--- src/verilog/cpu_defs.svh ---
// widths, memory depths and reset pc for the rv64 core, included by the package and the rtl
`ifndef CPU_DEFS_SVH
`define CPU_DEFS_SVH

// register and data path width
`define XLEN 64

// instruction word width, no compressed encodings
`define ILEN 32

// five bits address x0..x31
`define REG_IDX_W 5

// program store, one 32-bit word per entry
`define IMEM_DEPTH 256

// data store, one doubleword per entry
`define DMEM_DEPTH 512

// first fetch address after reset
`define PC_RST 64'h0

`endif

--- src/verilog/cpu_pkg.sv ---
// shared data types of the rv64 core, imported by every rtl block and by the testbench
`include "cpu_defs.svh"

package cpu_pkg;

  // architectural words
  typedef logic [`XLEN-1:0]      xlen_t;
  typedef logic [`ILEN-1:0]      inst_t;
  typedef logic [`REG_IDX_W-1:0] reg_idx_t;

  // alu operations
  // compare ops give 0 or 1 in bit 0, the top uses it as branch taken
  typedef enum logic [4:0] {
    alu_add,
    alu_sub,
    alu_sll,
    alu_slt,
    alu_sltu,
    alu_xor,
    alu_srl,
    alu_sra,
    alu_or,
    alu_and,
    alu_eq,
    alu_ne,
    alu_lt,
    alu_ge,
    alu_ltu,
    alu_geu,
    // lui result is just the immediate
    alu_pass_b
  } alu_op_e;

  // access size, same code as funct3[1:0] of loads and stores
  typedef enum logic [1:0] {
    mem_byte  = 2'b00,
    mem_half  = 2'b01,
    mem_word  = 2'b10,
    mem_dword = 2'b11
  } mem_width_e;

endpackage

--- src/verilog/regfile.sv ---
// integer register file of the core, two combinational reads and one write per clock
`timescale 1ns/1ps
`include "cpu_defs.svh"

module regfile (
  input  logic              clk,
  input  logic              rst_n,
  input  cpu_pkg::reg_idx_t rs1,
  input  cpu_pkg::reg_idx_t rs2,
  input  cpu_pkg::reg_idx_t rd,
  input  logic              reg_wen,
  input  cpu_pkg::xlen_t    reg_wdata,
  output cpu_pkg::xlen_t    rdata_1,
  output cpu_pkg::xlen_t    rdata_2
);
  import cpu_pkg::*;

  localparam int num_regs = 1 << `REG_IDX_W;

  xlen_t regs [num_regs];

  // x0 is never written
  always_ff @(posedge clk or negedge rst_n) begin
    if (!rst_n) begin
      for (int i = 0; i < num_regs; i++) begin
        regs[i] <= '0;
      end
    end else if (reg_wen && (rd != '0)) begin
      regs[rd] <= reg_wdata;
    end
  end

  // x0 reads as zero regardless of the array
  assign rdata_1 = (rs1 == '0) ? '0 : regs[rs1];
  assign rdata_2 = (rs2 == '0) ? '0 : regs[rs2];

endmodule
--- config.mk ---
export PLATFORM = sky130hd
export DESIGN_NAME = regfile
export DESIGN_NICKNAME = d
export VERILOG_FILES = /design/src/verilog/cpu_pkg.sv /design/src/verilog/regfile.sv
export VERILOG_INCLUDE_DIRS = /design/src /design/src/verilog
export SDC_FILE = /design/constraint.sdc
export NUM_CORES = 2
export LEC_CHECK = 0
export BUFFER_PORTS_ARGS = -buffer_cell sky130_fd_sc_hd__buf_4
export CORE_MARGIN = 5
export CORE_UTILIZATION = 55
export DETAILED_ROUTE_END_ITERATION = 8
export PLACE_DENSITY_LB_ADDON = 0.2
export REMOVE_ABC_BUFFERS = 1
export SETUP_SLACK_MARGIN = 0.4
export SYNTH_ARGS = -nofsm -noshare
export SYNTH_HDL_FRONTEND = slang
export SYNTH_SLANG_ARGS = --single-unit
--- constraint.sdc ---
create_clock -name clk -period 5.65 [get_ports clk]
set_input_delay 0.565 -clock clk [delete_from_list [all_inputs] [get_ports clk]]
set_output_delay 0.565 -clock clk [all_outputs]
set_load 0.02 [all_outputs]
## Word-level counts from Yosys, hierarchy flattened

Index checks and enable logic that the tools add are counted.
Widths: inputs -> output; s select.

- Output and inout port bits: 128
- Register bits: 2048
- Word-level logic and storage cells: 55
- Input bits: 82

- Bitwise logic cells: 3
- Order comparisons: 4
- Multiplexer cells: 11
- Reductions and logical operators: 5

Operator list:

| cell | number |
|---|---|
| $bwmux 2048 | 1 |
| $bmux 64 s5 | 2 |
| $mux 64 | 7 |
| $demux 64 s5 | 1 |
| $ge 6x6->1 const B | 3 |
| $not 5->6 | 3 |
| $logic_not 5->1 | 2 |
| $lt 6x1->1 const B | 1 |
| $reduce_bool 5->1 | 1 |
| $logic_and 1x1->1 | 2 |

## Logic depth before layout (Yosys ltp)

- Word-level depth: 6
- Gate-level depth with buffers: 10
- Gate-level depth less buffers: 4

## Worst setup path after synthesis

OpenSTA, ideal clock, no wires.

- Path kind: in2out
- From: in rs2[1]
- To: out rdata_2[39]
- Slack: 2.320 ns
- Required time: 5.085 ns
- Stages on the path: 7
- Arrival time: 2.765 ns
- Cells stage by stage: buf_4 buf_2 or2_2 clkbuf_1 o22ai_1 nor4_1 a2111oi_0

- Word-level cells in the longest chain between the ends: 5
- Elaborated cells between the ends (all ways): 6
- Those cells by class: mux: 4; bitwise: 1; reduce/logical: 1

RTL lines:

| what | line | text |
|---|---|---|
| from (decl) | regfile.sv:9 | `input cpu_pkg::reg_idx_t rs2,` |
| $not 5->6 (not written as such) | regfile.sv:35 | `assign rdata_2 = (rs2 == '0) ? '0 : regs[rs2];` |
| $bmux 64 s5 | regfile.sv:35 |  |
| $mux 64 (not written as such) (2 in a row) | regfile.sv:35 |  |
| $mux 64 * | regfile.sv:35 |  |
| to (decl) | regfile.sv:14 | `output cpu_pkg::xlen_t rdata_2` |

Mark *: on every way between the ends. The rest lies on a longest branch, timed or not. The select of a mux whose other input is x is not followed.

## Worst setup path in the final report

- From: in rs2[4]
- To: out rdata_2[53]

The elaborated chain is that of the path after synthesis.

==> results.md <==
- FP Rows: about 160
- Setup TNS Final: 0 ns
- Post-synth top cells: 2048 x dfrtp_1, 2008 x mux2_2, 968 x mux4_2, 520 x mux2i_1, 434 x clkbuf_1
- Vias in the first global route: 69560
- Netlist cell types: 48
- Pin count of the biggest net entering global routing: 165
- Peak supply drop: between 300 and 400 uV
- R2R Path Start: regs[206]
- Initial antenna violation count: 14
- Crit path time final: between 4 and 5 ns
- Die Span X: between 400 and 500 um
- Tightest hold margin: between 0.15 and 0.2 ns
- Nets: ~6800
- Drt pass-1 iters: 7
- Resized Gates After CTS: 0
- CP Class: input pin to primary output
- F_max: 0.2422 GHz
- Later-pin clock latency in the skew report: about 0.86 ns
- Max reg flops: roughly 2000
- Reg area: roughly 0.05 mm2
- Top-count cell post-synth: dfrtp_1
- Slew HR: around 15%
- Vias/cell: approximately 7.0
- RSZ-0062 raised after global routing: no
- Detail Placement HPWL: approximately 180000 um
- Ports: 210
- Top cell type's share of synthesized area: roughly 47%
- CP Max Fanout: 18
- Crit end category: primary output
- Syn Inst Count: 6963
- Core area: 0.1968 mm2
- Final Cell Area: roughly 0.12 mm2
- Post-route ant nets: 0
- Critical-path top delay cell: nand2b_2
- Mapped Avg Cell Area: between 15 and 20 um2
- Htree depth: 4
- Clock Path Buffers: 3
- Synth Warn #: 0
- Largest Register: regs
- Clock sink count: 2048
- Worst-path cell chain: buf_4 > buf_4 > nand2b_2 > buf_4 > a211oi_1 > a2111oi_0 > buf_4 > buf_4
- Setup slack, reg-to-reg: 4.83 ns
- DR DRC count: 0
- Crit path DAT: 3.56 ns
- Register area share after synthesis: a little under half
- Worst-path clk slew: roughly 0.06 ns
- Routability cong.: roughly 0.8
- PD cells: between 300 and 400 mW/mm2
- Port buffer count: between 200 and 250
- Final Hold Fails: 0
- Layout fillers: between 10000 and 15000
- Layout cells sized above 1: roughly 54%
- Clk_skew: 0 ns
- Chip Height: around 450 um
- Hold path cells: 2
- Area grow syn2layout: 10.50%
- Required time of the critical path: 5.09 ns
- Max_cap viols: 0
- Placement Cell Area: around 0.11 mm2
- Setup bufs post-CTS: 0
- All-Layer GR Usage: between 30% and 40%
- Crit Reg-Reg Endpoint: regs[206]
- Synth area leaders: dfrtp_1 47%, mux2_2 21%, mux4_2 20%
- Fin crit share: between 70% and 80%
- Vias post-DR: 66740
- Crit path launch type: input pin
- Routed wire length: roughly 320000 um
- CTS Buf Count: 216
- DR iter-0 viols: around 6700
- Pleak: 52.33 nW
- Largest area contributor in the netlist: dfrtp_1
- Status: finished, final reports clean
- GR Overflow Total: 0
- Crit path max-delay family: buffers and inverters
- EDFF count, synth: 0
- Crit path largest cell delay: about 0.67 ns
- WHS Endpoint: regs[1617]
- Max-slew violations: 0
- WL per Instance: roughly 34 um
- CTS tree: built
- Area of the multi-input gates: 0.05392 mm2
- Final setup fails: 0
- Synthesized area: between 0.1 and 0.15 mm2
- Worst min path class: input pin to flop
- Worst path bufs/invs: 5
- Post-synth ARST share: 100.0%
- Clk root buf: clkbuf_16
- Initial core utilization: 55.09%
- Worst-Margin Slew: between 1 and 1.5 ns
- Die area: about 0.2 mm2
- Top flop regs: regs: 2048 flops
- Global-route wire length before repair: 481400 um
- R2r worst-path depth: 1
- Crit-path most repeated cell: buf_4
- Ys flop type: dfrtp_1
- FF+latch count, synth: 2048
- Hold_sp: reg_wdata[17]
[placed cells by master (no fill, tap or decap), types with 17 or more instances in the layout]
cell type,n
buf_4,305
o22a_1,17
buf_12,64
mux2_2,2008
bufinv_16,26
nand2_1,27
clkbuf_16,222
or2_1,71
clkbuf_8,60
clkinv_2,30
nor2_1,18
dfrtp_1,2048
mux2i_1,520
clkbuf_1,35
mux4_2,968
nor3_1,17
a22oi_1,26
nor2b_1,36
o22ai_1,182
[stage by stage]
| step | util, % | instances | worst slack, ns | power (mW) |
|---|---|---|---|---|
| 2_1_floorplan | - | 6156 | 1.109 | 25.39 |
| 3_3_place_gp | 57.00 | 9174 | 1.509 | 28.34 |
| 3_5_place_dp | 57.00 | 9174 | 1.536 | 28.79 |
| 4_1_cts | 60.87 | 9565 | 1.542 | 43.96 |
| 5_1_grt | 60.87 | 9569 | 1.437 | 45.53 |
| 6_report | 60.88 | 9576 | 1.521 | 43.83 |
[worst max-delay path by stage]
stage	start	to	slack (ns)	cells after the start
6_report	rs2[4]	rdata_2[53]	1.52	8
5_1_grt	rs1[0]	rdata_1[34]	1.44	7
4_1_cts	rs2[0]	rdata_2[18]	1.54	7
3_5_place_dp	rs2[4]	rdata_2[53]	1.54	8
3_3_place_gp	rs2[4]	rdata_2[53]	1.51	8
2_1_floorplan	rd[3]	regs[576]	1.11	4
[what timing repair did]
| item | in CTS | in global routing |
|---|---|---|
| hold buffers | 1 | 0 |
| setup endpoints to repair | 0 | 0 |
| endpoints found under the hold margin | 94 | 0 |
[layout make-up]
class                   count  area share [%]
multi-input cells        4108           45.00
flip-flops and latches   2048           42.77
clock buffers             315           5.412
repair buffers            379           3.110
well taps                2640           2.757
clock inverters            75          0.9252
diodes                     11         0.02297
[power by group]
part	switching (mW)	internal [mW]	total, mW
Combinational	3.66	5.47	9.12
Clock	6.11	9.09	15.2
Sequential	2.04	17.5	19.5
[metal layers]
layer	GRT usage, %	share of wire, %	vias to the layer above
met2	49.73	47	2737
met5	0	0.0062	-
met1	45.31	41	36860
li1	-	-	26520
met4	10.75	3.7	4
met3	5.711	7.4	622
[cells by family after synthesis]
group / after synthesis / share of synthesized area, %
flops: 2048 / 47.27
simple gates: 270 / 1.409
compound gates: 328 / 2.136
buf+inv: 807 / 3.283
mux: 3510 / 45.91
Power figures use the tool's default switching activity.
