**config.mk**
```make
export PLATFORM = sky130hd
export DESIGN_NAME = decoder
export DESIGN_NICKNAME = d
export VERILOG_FILES = /design/src/verilog/cpu_pkg.sv /design/src/verilog/decoder.sv
export VERILOG_INCLUDE_DIRS = /design/src /design/src/verilog
export SDC_FILE = /design/constraint.sdc
export NUM_CORES = 1
export LEC_CHECK = 0
export ABC_AREA = 1
export BUFFER_PORTS_ARGS = -buffer_cell sky130_fd_sc_hd__clkbuf_2
export CORE_MARGIN = 2
export CORE_UTILIZATION = 40
export DETAILED_ROUTE_END_ITERATION = 8
export PLACE_DENSITY = 0.85
export SYNTH_ARGS = -nofsm -noshare
export SYNTH_HDL_FRONTEND = slang
export SYNTH_SLANG_ARGS = --single-unit
```
**constraint.sdc**
```tcl
create_clock -name vclk -period 4.7
set_input_delay 0.94 -clock vclk [all_inputs]
set_output_delay 0.94 -clock vclk [all_outputs]
set_load 0.005 [all_outputs]
```
**src/verilog/cpu_defs.svh**
```systemverilog
// widths, memory depths and reset pc for the rv64 core, included by the package and the rtl
`ifndef CPU_DEFS_SVH
`define CPU_DEFS_SVH

// register and data path width
`define XLEN 64

// instruction word width, no compressed encodings
`define ILEN 32

// five bits address x0..x31
`define REG_IDX_W 5

// program store, one 32-bit word per entry
`define IMEM_DEPTH 256

// data store, one doubleword per entry
`define DMEM_DEPTH 512

// first fetch address after reset
`define PC_RST 64'h0

`endif

```
**src/verilog/cpu_pkg.sv**
```systemverilog
// shared data types of the rv64 core, imported by every rtl block and by the testbench
`include "cpu_defs.svh"

package cpu_pkg;

  // architectural words
  typedef logic [`XLEN-1:0]      xlen_t;
  typedef logic [`ILEN-1:0]      inst_t;
  typedef logic [`REG_IDX_W-1:0] reg_idx_t;

  // alu operations
  // compare ops give 0 or 1 in bit 0, the top uses it as branch taken
  typedef enum logic [4:0] {
    alu_add,
    alu_sub,
    alu_sll,
    alu_slt,
    alu_sltu,
    alu_xor,
    alu_srl,
    alu_sra,
    alu_or,
    alu_and,
    alu_eq,
    alu_ne,
    alu_lt,
    alu_ge,
    alu_ltu,
    alu_geu,
    // lui result is just the immediate
    alu_pass_b
  } alu_op_e;

  // access size, same code as funct3[1:0] of loads and stores
  typedef enum logic [1:0] {
    mem_byte  = 2'b00,
    mem_half  = 2'b01,
    mem_word  = 2'b10,
    mem_dword = 2'b11
  } mem_width_e;

endpackage

```
**src/verilog/decoder.sv**
```systemverilog
// instruction decoder of the core, turns one rv64 instruction into indices, immediate and controls
`timescale 1ns/1ps
`include "cpu_defs.svh"

module decoder (
  input  cpu_pkg::inst_t      inst,
  output cpu_pkg::reg_idx_t   rd,
  output cpu_pkg::reg_idx_t   rs1,
  output cpu_pkg::reg_idx_t   rs2,
  output cpu_pkg::xlen_t      imm,
  output cpu_pkg::alu_op_e    alu_op,
  output logic                need_imm,
  output logic                is_auipc,
  output logic                is_jal,
  output logic                is_jalr,
  output logic                is_branch,
  output logic                is_load,
  output logic                reg_wen,
  output logic                mem_wen,
  output logic                is_unsigned,
  output logic                is_ebreak,
  output logic                illegal,
  output cpu_pkg::mem_width_e mem_width
);
  import cpu_pkg::*;

  // major opcodes
  localparam logic [6:0] op_lui    = 7'b0110111;
  localparam logic [6:0] op_auipc  = 7'b0010111;
  localparam logic [6:0] op_jal    = 7'b1101111;
  localparam logic [6:0] op_jalr   = 7'b1100111;
  localparam logic [6:0] op_branch = 7'b1100011;
  localparam logic [6:0] op_load   = 7'b0000011;
  localparam logic [6:0] op_store  = 7'b0100011;
  localparam logic [6:0] op_imm    = 7'b0010011;
  localparam logic [6:0] op_reg    = 7'b0110011;
  localparam logic [6:0] op_system = 7'b1110011;
  localparam inst_t      ebreak_enc = 32'h0010_0073;

  logic [6:0] opcode;
  logic [2:0] funct3;
  logic [6:0] funct7;
  xlen_t      imm_i;
  xlen_t      imm_s;
  xlen_t      imm_b;
  xlen_t      imm_u;
  xlen_t      imm_j;
  logic       wr_reg;
  logic       wr_mem;
  logic       bad;

  assign opcode = inst[6:0];
  assign funct3 = inst[14:12];
  assign funct7 = inst[31:25];
  assign rd     = inst[11:7];
  assign rs1    = inst[19:15];
  assign rs2    = inst[24:20];

  // sign extended immediates, one per format
  assign imm_i = {{(`XLEN-12){inst[31]}}, inst[31:20]};
  assign imm_s = {{(`XLEN-12){inst[31]}}, inst[31:25], inst[11:7]};
  assign imm_b = {{(`XLEN-13){inst[31]}}, inst[31], inst[7], inst[30:25], inst[11:8], 1'b0};
  assign imm_u = {{(`XLEN-32){inst[31]}}, inst[31:12], 12'b0};
  assign imm_j = {{(`XLEN-21){inst[31]}}, inst[31], inst[19:12], inst[20], inst[30:21], 1'b0};

  always_comb begin
    imm         = '0;
    alu_op      = alu_add;
    need_imm    = 1'b0;
    is_auipc    = 1'b0;
    is_jal      = 1'b0;
    is_jalr     = 1'b0;
    is_branch   = 1'b0;
    is_load     = 1'b0;
    is_ebreak   = 1'b0;
    wr_reg      = 1'b0;
    wr_mem      = 1'b0;
    bad         = 1'b0;
    // size and extension come straight from funct3
    mem_width   = mem_width_e'(funct3[1:0]);
    is_unsigned = funct3[2];
    case (opcode)
      op_lui: begin
        imm      = imm_u;
        alu_op   = alu_pass_b;
        need_imm = 1'b1;
        wr_reg   = 1'b1;
      end
      op_auipc: begin
        imm      = imm_u;
        need_imm = 1'b1;
        is_auipc = 1'b1;
        wr_reg   = 1'b1;
      end
      // target pc+imm computed by the alu
      op_jal: begin
        imm      = imm_j;
        need_imm = 1'b1;
        is_jal   = 1'b1;
        wr_reg   = 1'b1;
      end
      op_jalr: begin
        imm      = imm_i;
        need_imm = 1'b1;
        is_jalr  = 1'b1;
        wr_reg   = 1'b1;
        bad      = (funct3 != 3'b000);
      end
      // alu compares rs1 and rs2, imm goes to the pc adder
      op_branch: begin
        imm       = imm_b;
        is_branch = 1'b1;
        case (funct3)
          3'b000:  alu_op = alu_eq;
          3'b001:  alu_op = alu_ne;
          3'b100:  alu_op = alu_lt;
          3'b101:  alu_op = alu_ge;
          3'b110:  alu_op = alu_ltu;
          3'b111:  alu_op = alu_geu;
          default: bad = 1'b1;
        endcase
      end
      // no ldu in rv64
      op_load: begin
        imm      = imm_i;
        need_imm = 1'b1;
        is_load  = 1'b1;
        wr_reg   = 1'b1;
        bad      = (funct3 == 3'b111);
      end
      op_store: begin
        imm      = imm_s;
        need_imm = 1'b1;
        wr_mem   = 1'b1;
        bad      = funct3[2];
      end
      op_imm: begin
        imm      = imm_i;
        need_imm = 1'b1;
        wr_reg   = 1'b1;
        case (funct3)
          3'b000:  alu_op = alu_add;
          3'b010:  alu_op = alu_slt;
          3'b011:  alu_op = alu_sltu;
          3'b100:  alu_op = alu_xor;
          3'b110:  alu_op = alu_or;
          3'b111:  alu_op = alu_and;
          // six bit shamt, funct6 above it
          3'b001: begin
            alu_op = alu_sll;
            bad    = (inst[31:26] != 6'b000000);
          end
          default: begin
            alu_op = inst[30] ? alu_sra : alu_srl;
            bad    = (inst[31] != 1'b0) || (inst[29:26] != 4'b0000);
          end
        endcase
      end
      op_reg: begin
        wr_reg = 1'b1;
        case ({funct7, funct3})
          {7'h00, 3'b000}: alu_op = alu_add;
          {7'h20, 3'b000}: alu_op = alu_sub;
          {7'h00, 3'b001}: alu_op = alu_sll;
          {7'h00, 3'b010}: alu_op = alu_slt;
          {7'h00, 3'b011}: alu_op = alu_sltu;
          {7'h00, 3'b100}: alu_op = alu_xor;
          {7'h00, 3'b101}: alu_op = alu_srl;
          {7'h20, 3'b101}: alu_op = alu_sra;
          {7'h00, 3'b110}: alu_op = alu_or;
          {7'h00, 3'b111}: alu_op = alu_and;
          default:         bad = 1'b1;
        endcase
      end
      // ebreak is the only supported system op, ecall and csr ops are rejected
      op_system: begin
        is_ebreak = (inst == ebreak_enc);
        bad       = (inst != ebreak_enc);
      end
      default: bad = 1'b1;
    endcase
  end

  // an unsupported encoding never writes anything
  assign illegal = bad;
  assign reg_wen = wr_reg & ~bad;
  assign mem_wen = wr_mem & ~bad;

endmodule

```
# ---- Yosys cells after proc, flatten, opt, wreduce, memory -nomap -nowiden
# Index checks and enable logic that the tools add are counted.
dict set report word_totals {
  register_bits 0
  out_inout_bits 97
  input_bits 32
}
dict set report op_classes {
  muxes 19
  n_bitwise 3
  n_reduce_logical 14
  n_eq_ne 28
}
# operator n
set ops {}
lappend ops {{64-bit case mux with 5 select lines} 1}
lappend ops {{10-bit by 3-bit equality test with 1-bit output, second input constant} 4}
lappend ops {{4-bit case mux with 9 select lines} 1}
lappend ops {{32-bit by 21-bit equality test with 1-bit output, second input constant} 1}
lappend ops {{32-bit by 21-bit != test with 1-bit output, second input constant} 1}
lappend ops {{7-bit equality test, second input constant} 4}
lappend ops {{4-bit case mux with 7 select lines} 1}
lappend ops {{4-bit case mux with 6 select lines} 1}
lappend ops {{7-bit by 6-bit equality test with 1-bit output, second input constant} 3}
lappend ops {{10-bit by 2-bit equality test with 1-bit output, second input constant} 2}
lappend ops {{10-bit by 9-bit equality test with 1-bit output, second input constant} 2}
lappend ops {{5-bit case mux with 4 select lines} 1}
lappend ops {{7-bit by 5-bit equality test with 1-bit output, second input constant} 2}
lappend ops {{7-bit OR reduction} 2}
lappend ops {{3-bit equality test, second input constant} 4}
lappend ops {{1-bit 2-to-1 mux} 12}
lappend ops {{6-bit OR reduction} 2}
lappend ops {{10-bit by 1-bit equality test with 1-bit output, second input constant} 1}
lappend ops {{10-bit logical NOT} 1}
lappend ops {{10-bit OR reduction} 1}
lappend ops {{1-bit case mux with 8 select lines} 1}
lappend ops {{7-bit by 2-bit equality test with 1-bit output, second input constant} 1}
lappend ops {{3-bit by 2-bit equality test with 1-bit output, second input constant} 2}
lappend ops {{6-bit nonzero test} 1}
lappend ops {{10 further kinds} 12}

# ---- Longest topological paths before layout
dict set report depth {
  word_depth 6
  depth_mapped 10
  depth_no_buf 10
}

# ---- Least setup slack after synthesis
# OpenSTA, ideal clock, no wires.
dict set report synth_path {
  kind {input -> output}
  startpoint {input port inst[1]}
  endpoint {output port imm[32]}
  stages 7
  path_slack_ns 0.660
  required_time_ns 3.760
  t_arrival_ns 3.100
  cell_sequence {nand2_1 inv_1 nand3_1 nor2_8 nor2_2 a21oi_1 buf_4}
}
dict set report synth_between {
  elab_chain_len 3
  word_cells_on_any_way 11
}
# element line_no
set synth_rtl {}
lappend synth_rtl {{start: declaration} decoder.sv:6} ;# input cpu_pkg::inst_t inst,
lappend synth_rtl {{7-bit by 5-bit equality test with 1-bit output (tied with other cells)} decoder.sv:82} ;# case (opcode)
lappend synth_rtl {{3-bit OR reduction (no line) / 2-bit OR reduction (equally long branches)} n/a}
lappend synth_rtl {{64-bit case mux with 5 select lines (*)} decoder.sv:82}
lappend synth_rtl {{end: declaration} decoder.sv:10} ;# output cpu_pkg::xlen_t imm,
# Mark *: on every way between the ends. The rest lies on a longest branch, timed or not.

# ---- Final worst setup path
dict set report layout_path {
  startpoint {input port inst[6]}
  endpoint {output port imm[60]}
}
# The elaborated chain is that of the path after synthesis.

==> out/results.txt <==
DRC viols -> 0
Initial antenna violation count -> 0
Setup bufs post-CTS -> 0
Vias in the first global route -> 1582
Post-Route WL -> 4.47 mm
Mapped cell area -> 0.00145 mm2
Core ar. -> 0.00342 mm2
Post-DRT Antenna Nets -> 0
Main combinational cell family by area after synthesis -> simple AND/OR/NAND/NOR gates
Global placement routability congestion -> 0.967
Worst-margin pin slew -> 361 ps
Ant. Diodes -> 0
Die W -> 64.1 um
CLK BUF -> 0
Die H -> 64.1 um
Fin Setup TNS -> 0 ps
Seq. cell area -> 0 um2
Sequential element share of the synthesized area -> 0%
Top area cells in the synthesized netlist -> buf_4 (26%), nand2_1 (13%), nor2_1 (11%)
Simple-Gate Fraction of Synth Area -> 42.5%
Synth-to-Final Area Change -> 22.3%
Final HPWL DP -> 3.82 mm
Crit path max fanout -> 33
Post-synthesis adder-cell area fraction -> 3.46%
Largest net degree at the start of global routing -> 34
Status -> finished clean
Share of cells above drive strength 1 -> 43.7%
Initial core utilization -> 42.3%
Core Rows -> 21
Count leader, synth -> buf_4
Synth Area in XOR/XNOR -> 0%
Dpl cells -> 394
Yosys top cell by area -> buf_4
Synth cell count leaders -> buf_4 (51), nand2_1 (49), nor2_1 (42)
Placed inst area -> 0.00177 mm2
Leakage -> 1.18 nW
Synth Warn # -> 0
Max-slew violations -> 0
Fmax -> 304 MHz
Final net count -> 386
Final Hold Viols -> 0
Pre-antenna DRT Iters -> 4
Data required, critical path -> 3760 ps
Die ar. -> 0.00411 mm2
Min-Delay Path Class -> primary input to output port
Post-route cell area -> 0.00177 mm2
Post-synthesis mux area share -> 0%
Slew HR -> 75.8%
RSZ-0062 raised after global routing -> no
Hold_ws -> 2070 ps
Global-route wire length before repair -> 7.02 mm
Wire per inst -> 11.4 um
Worst Setup SP -> inst[6]
Crit-path leading delay family -> buffers and inverters
Most frequent CP cell -> clkbuf_2
CP cell instances -> clkbuf_2, inv_2, nand3_1, a21oi_4, nor2_2, a21oi_2, buf_4, clkbuf_2
Total global-route track usage -> 20.4%
Crit end category -> output port
CTS-repair resized insts -> 0
CP Class -> primary input to output port
Global route overflow -> 0
Max_cap viols -> 0
Fin crit period -> 3280 ps
DR vias -> 1898
CP arrival -> 2340 ps
Hold_sp -> inst[18]
Final setup fails -> 0
Fin crit share -> 69.9%
CP bufs+invs -> 4
Total Power -> 0.0907 mW
Pwr per Cell Area -> 51.3 mW/mm2
Vias/cell -> 4.82
Slowest-stage cell, CP -> buf_4
Syn_nets -> 307
Worst VDD drop -> 29.8 uV
Post-synth cell types -> 28
FFs & Latches -> 0
Worst path max stage delay -> 280 ps
Syn Area/Cell -> 5.33 um2
Compound-Gate Fraction of Synth Area -> 16.5%
Initial DRC count -> 63
IO Port Bufs -> 129
Final Non-Filler Cells -> 394
Post-CTS Hold Fix Bufs -> 0
# IOs -> 129
Mapped Cells -> 271
Worst setup SP type -> primary input
Top cell type's share of synthesized area -> 26.5%
per-layer routing:
metal | share of wire [%] | wire length (um) | up-vias | global-route usage (%)
met5 | 0 | 0 | - | 0
met4 | 0.42 | 19 | 0 | 1.86
met3 | 8.2 | 368 | 2 | 1.76
met2 | 49 | 2180 | 88 | 38.0
met1 | 43 | 1910 | 844 | 26.2
li1 | - | - | 964 | -
stage by stage:
step / utilization [%] / setup WS (ps)
finish: 51.8 / 1420
global route: 51.8 / 1210
CTS: 51.8 / 1410
detailed placement: 51.8 / 1420
global placement: 51.8 / 1460
floorplan: - / 660
final timing paths:
| kind | endpoint | slack [ps] | cells after the start |
|---|---|---|---|
| setup / recovery | imm[60] | 1420 | 8 |
| hold / removal | rs1[3] | 2070 | 2 |
layout by cell type (no fill, tap or decap), drive strengths merged:
cell / instances
nand4: 2
a32o: 1
nor2: 50
buf: 1
o221ai: 1
ha: 4
clkbuf: 129
o21a: 1
inv: 40
o21ai: 31
nand3: 20
nor3: 4
nand3b: 1
o31ai: 1
a21oi: 7
nand2: 53
nor4: 2
report_power, final:
part	switching [mW]	leakage, nW	internal [mW]	total (mW)
combinational	0.0554	1.18	0.0353	0.0907
clock	0	0	0	0
sequential	0	0	0	0
total	0.0554	1.18	0.0353	0.0907
cell families (layout without fill, tap and decap cells):
| group | after synthesis | after routing |
|---|---|---|
| AO/OA/AOI/OAI | 42 | 42 |
| AND/OR/NAND/NOR | 132 | 132 |
| buffers and inverters | 93 | 170 |
| adder cells (fa/ha/maj) | 4 | 4 |
final cells by class:
cell class         instances  area (um2)
repair buffers           130         653
multi-input cells        178         907
well taps                 46        57.6
fillers                  382        1650
inverters                 40         150
Power figures use the tool's default switching activity.
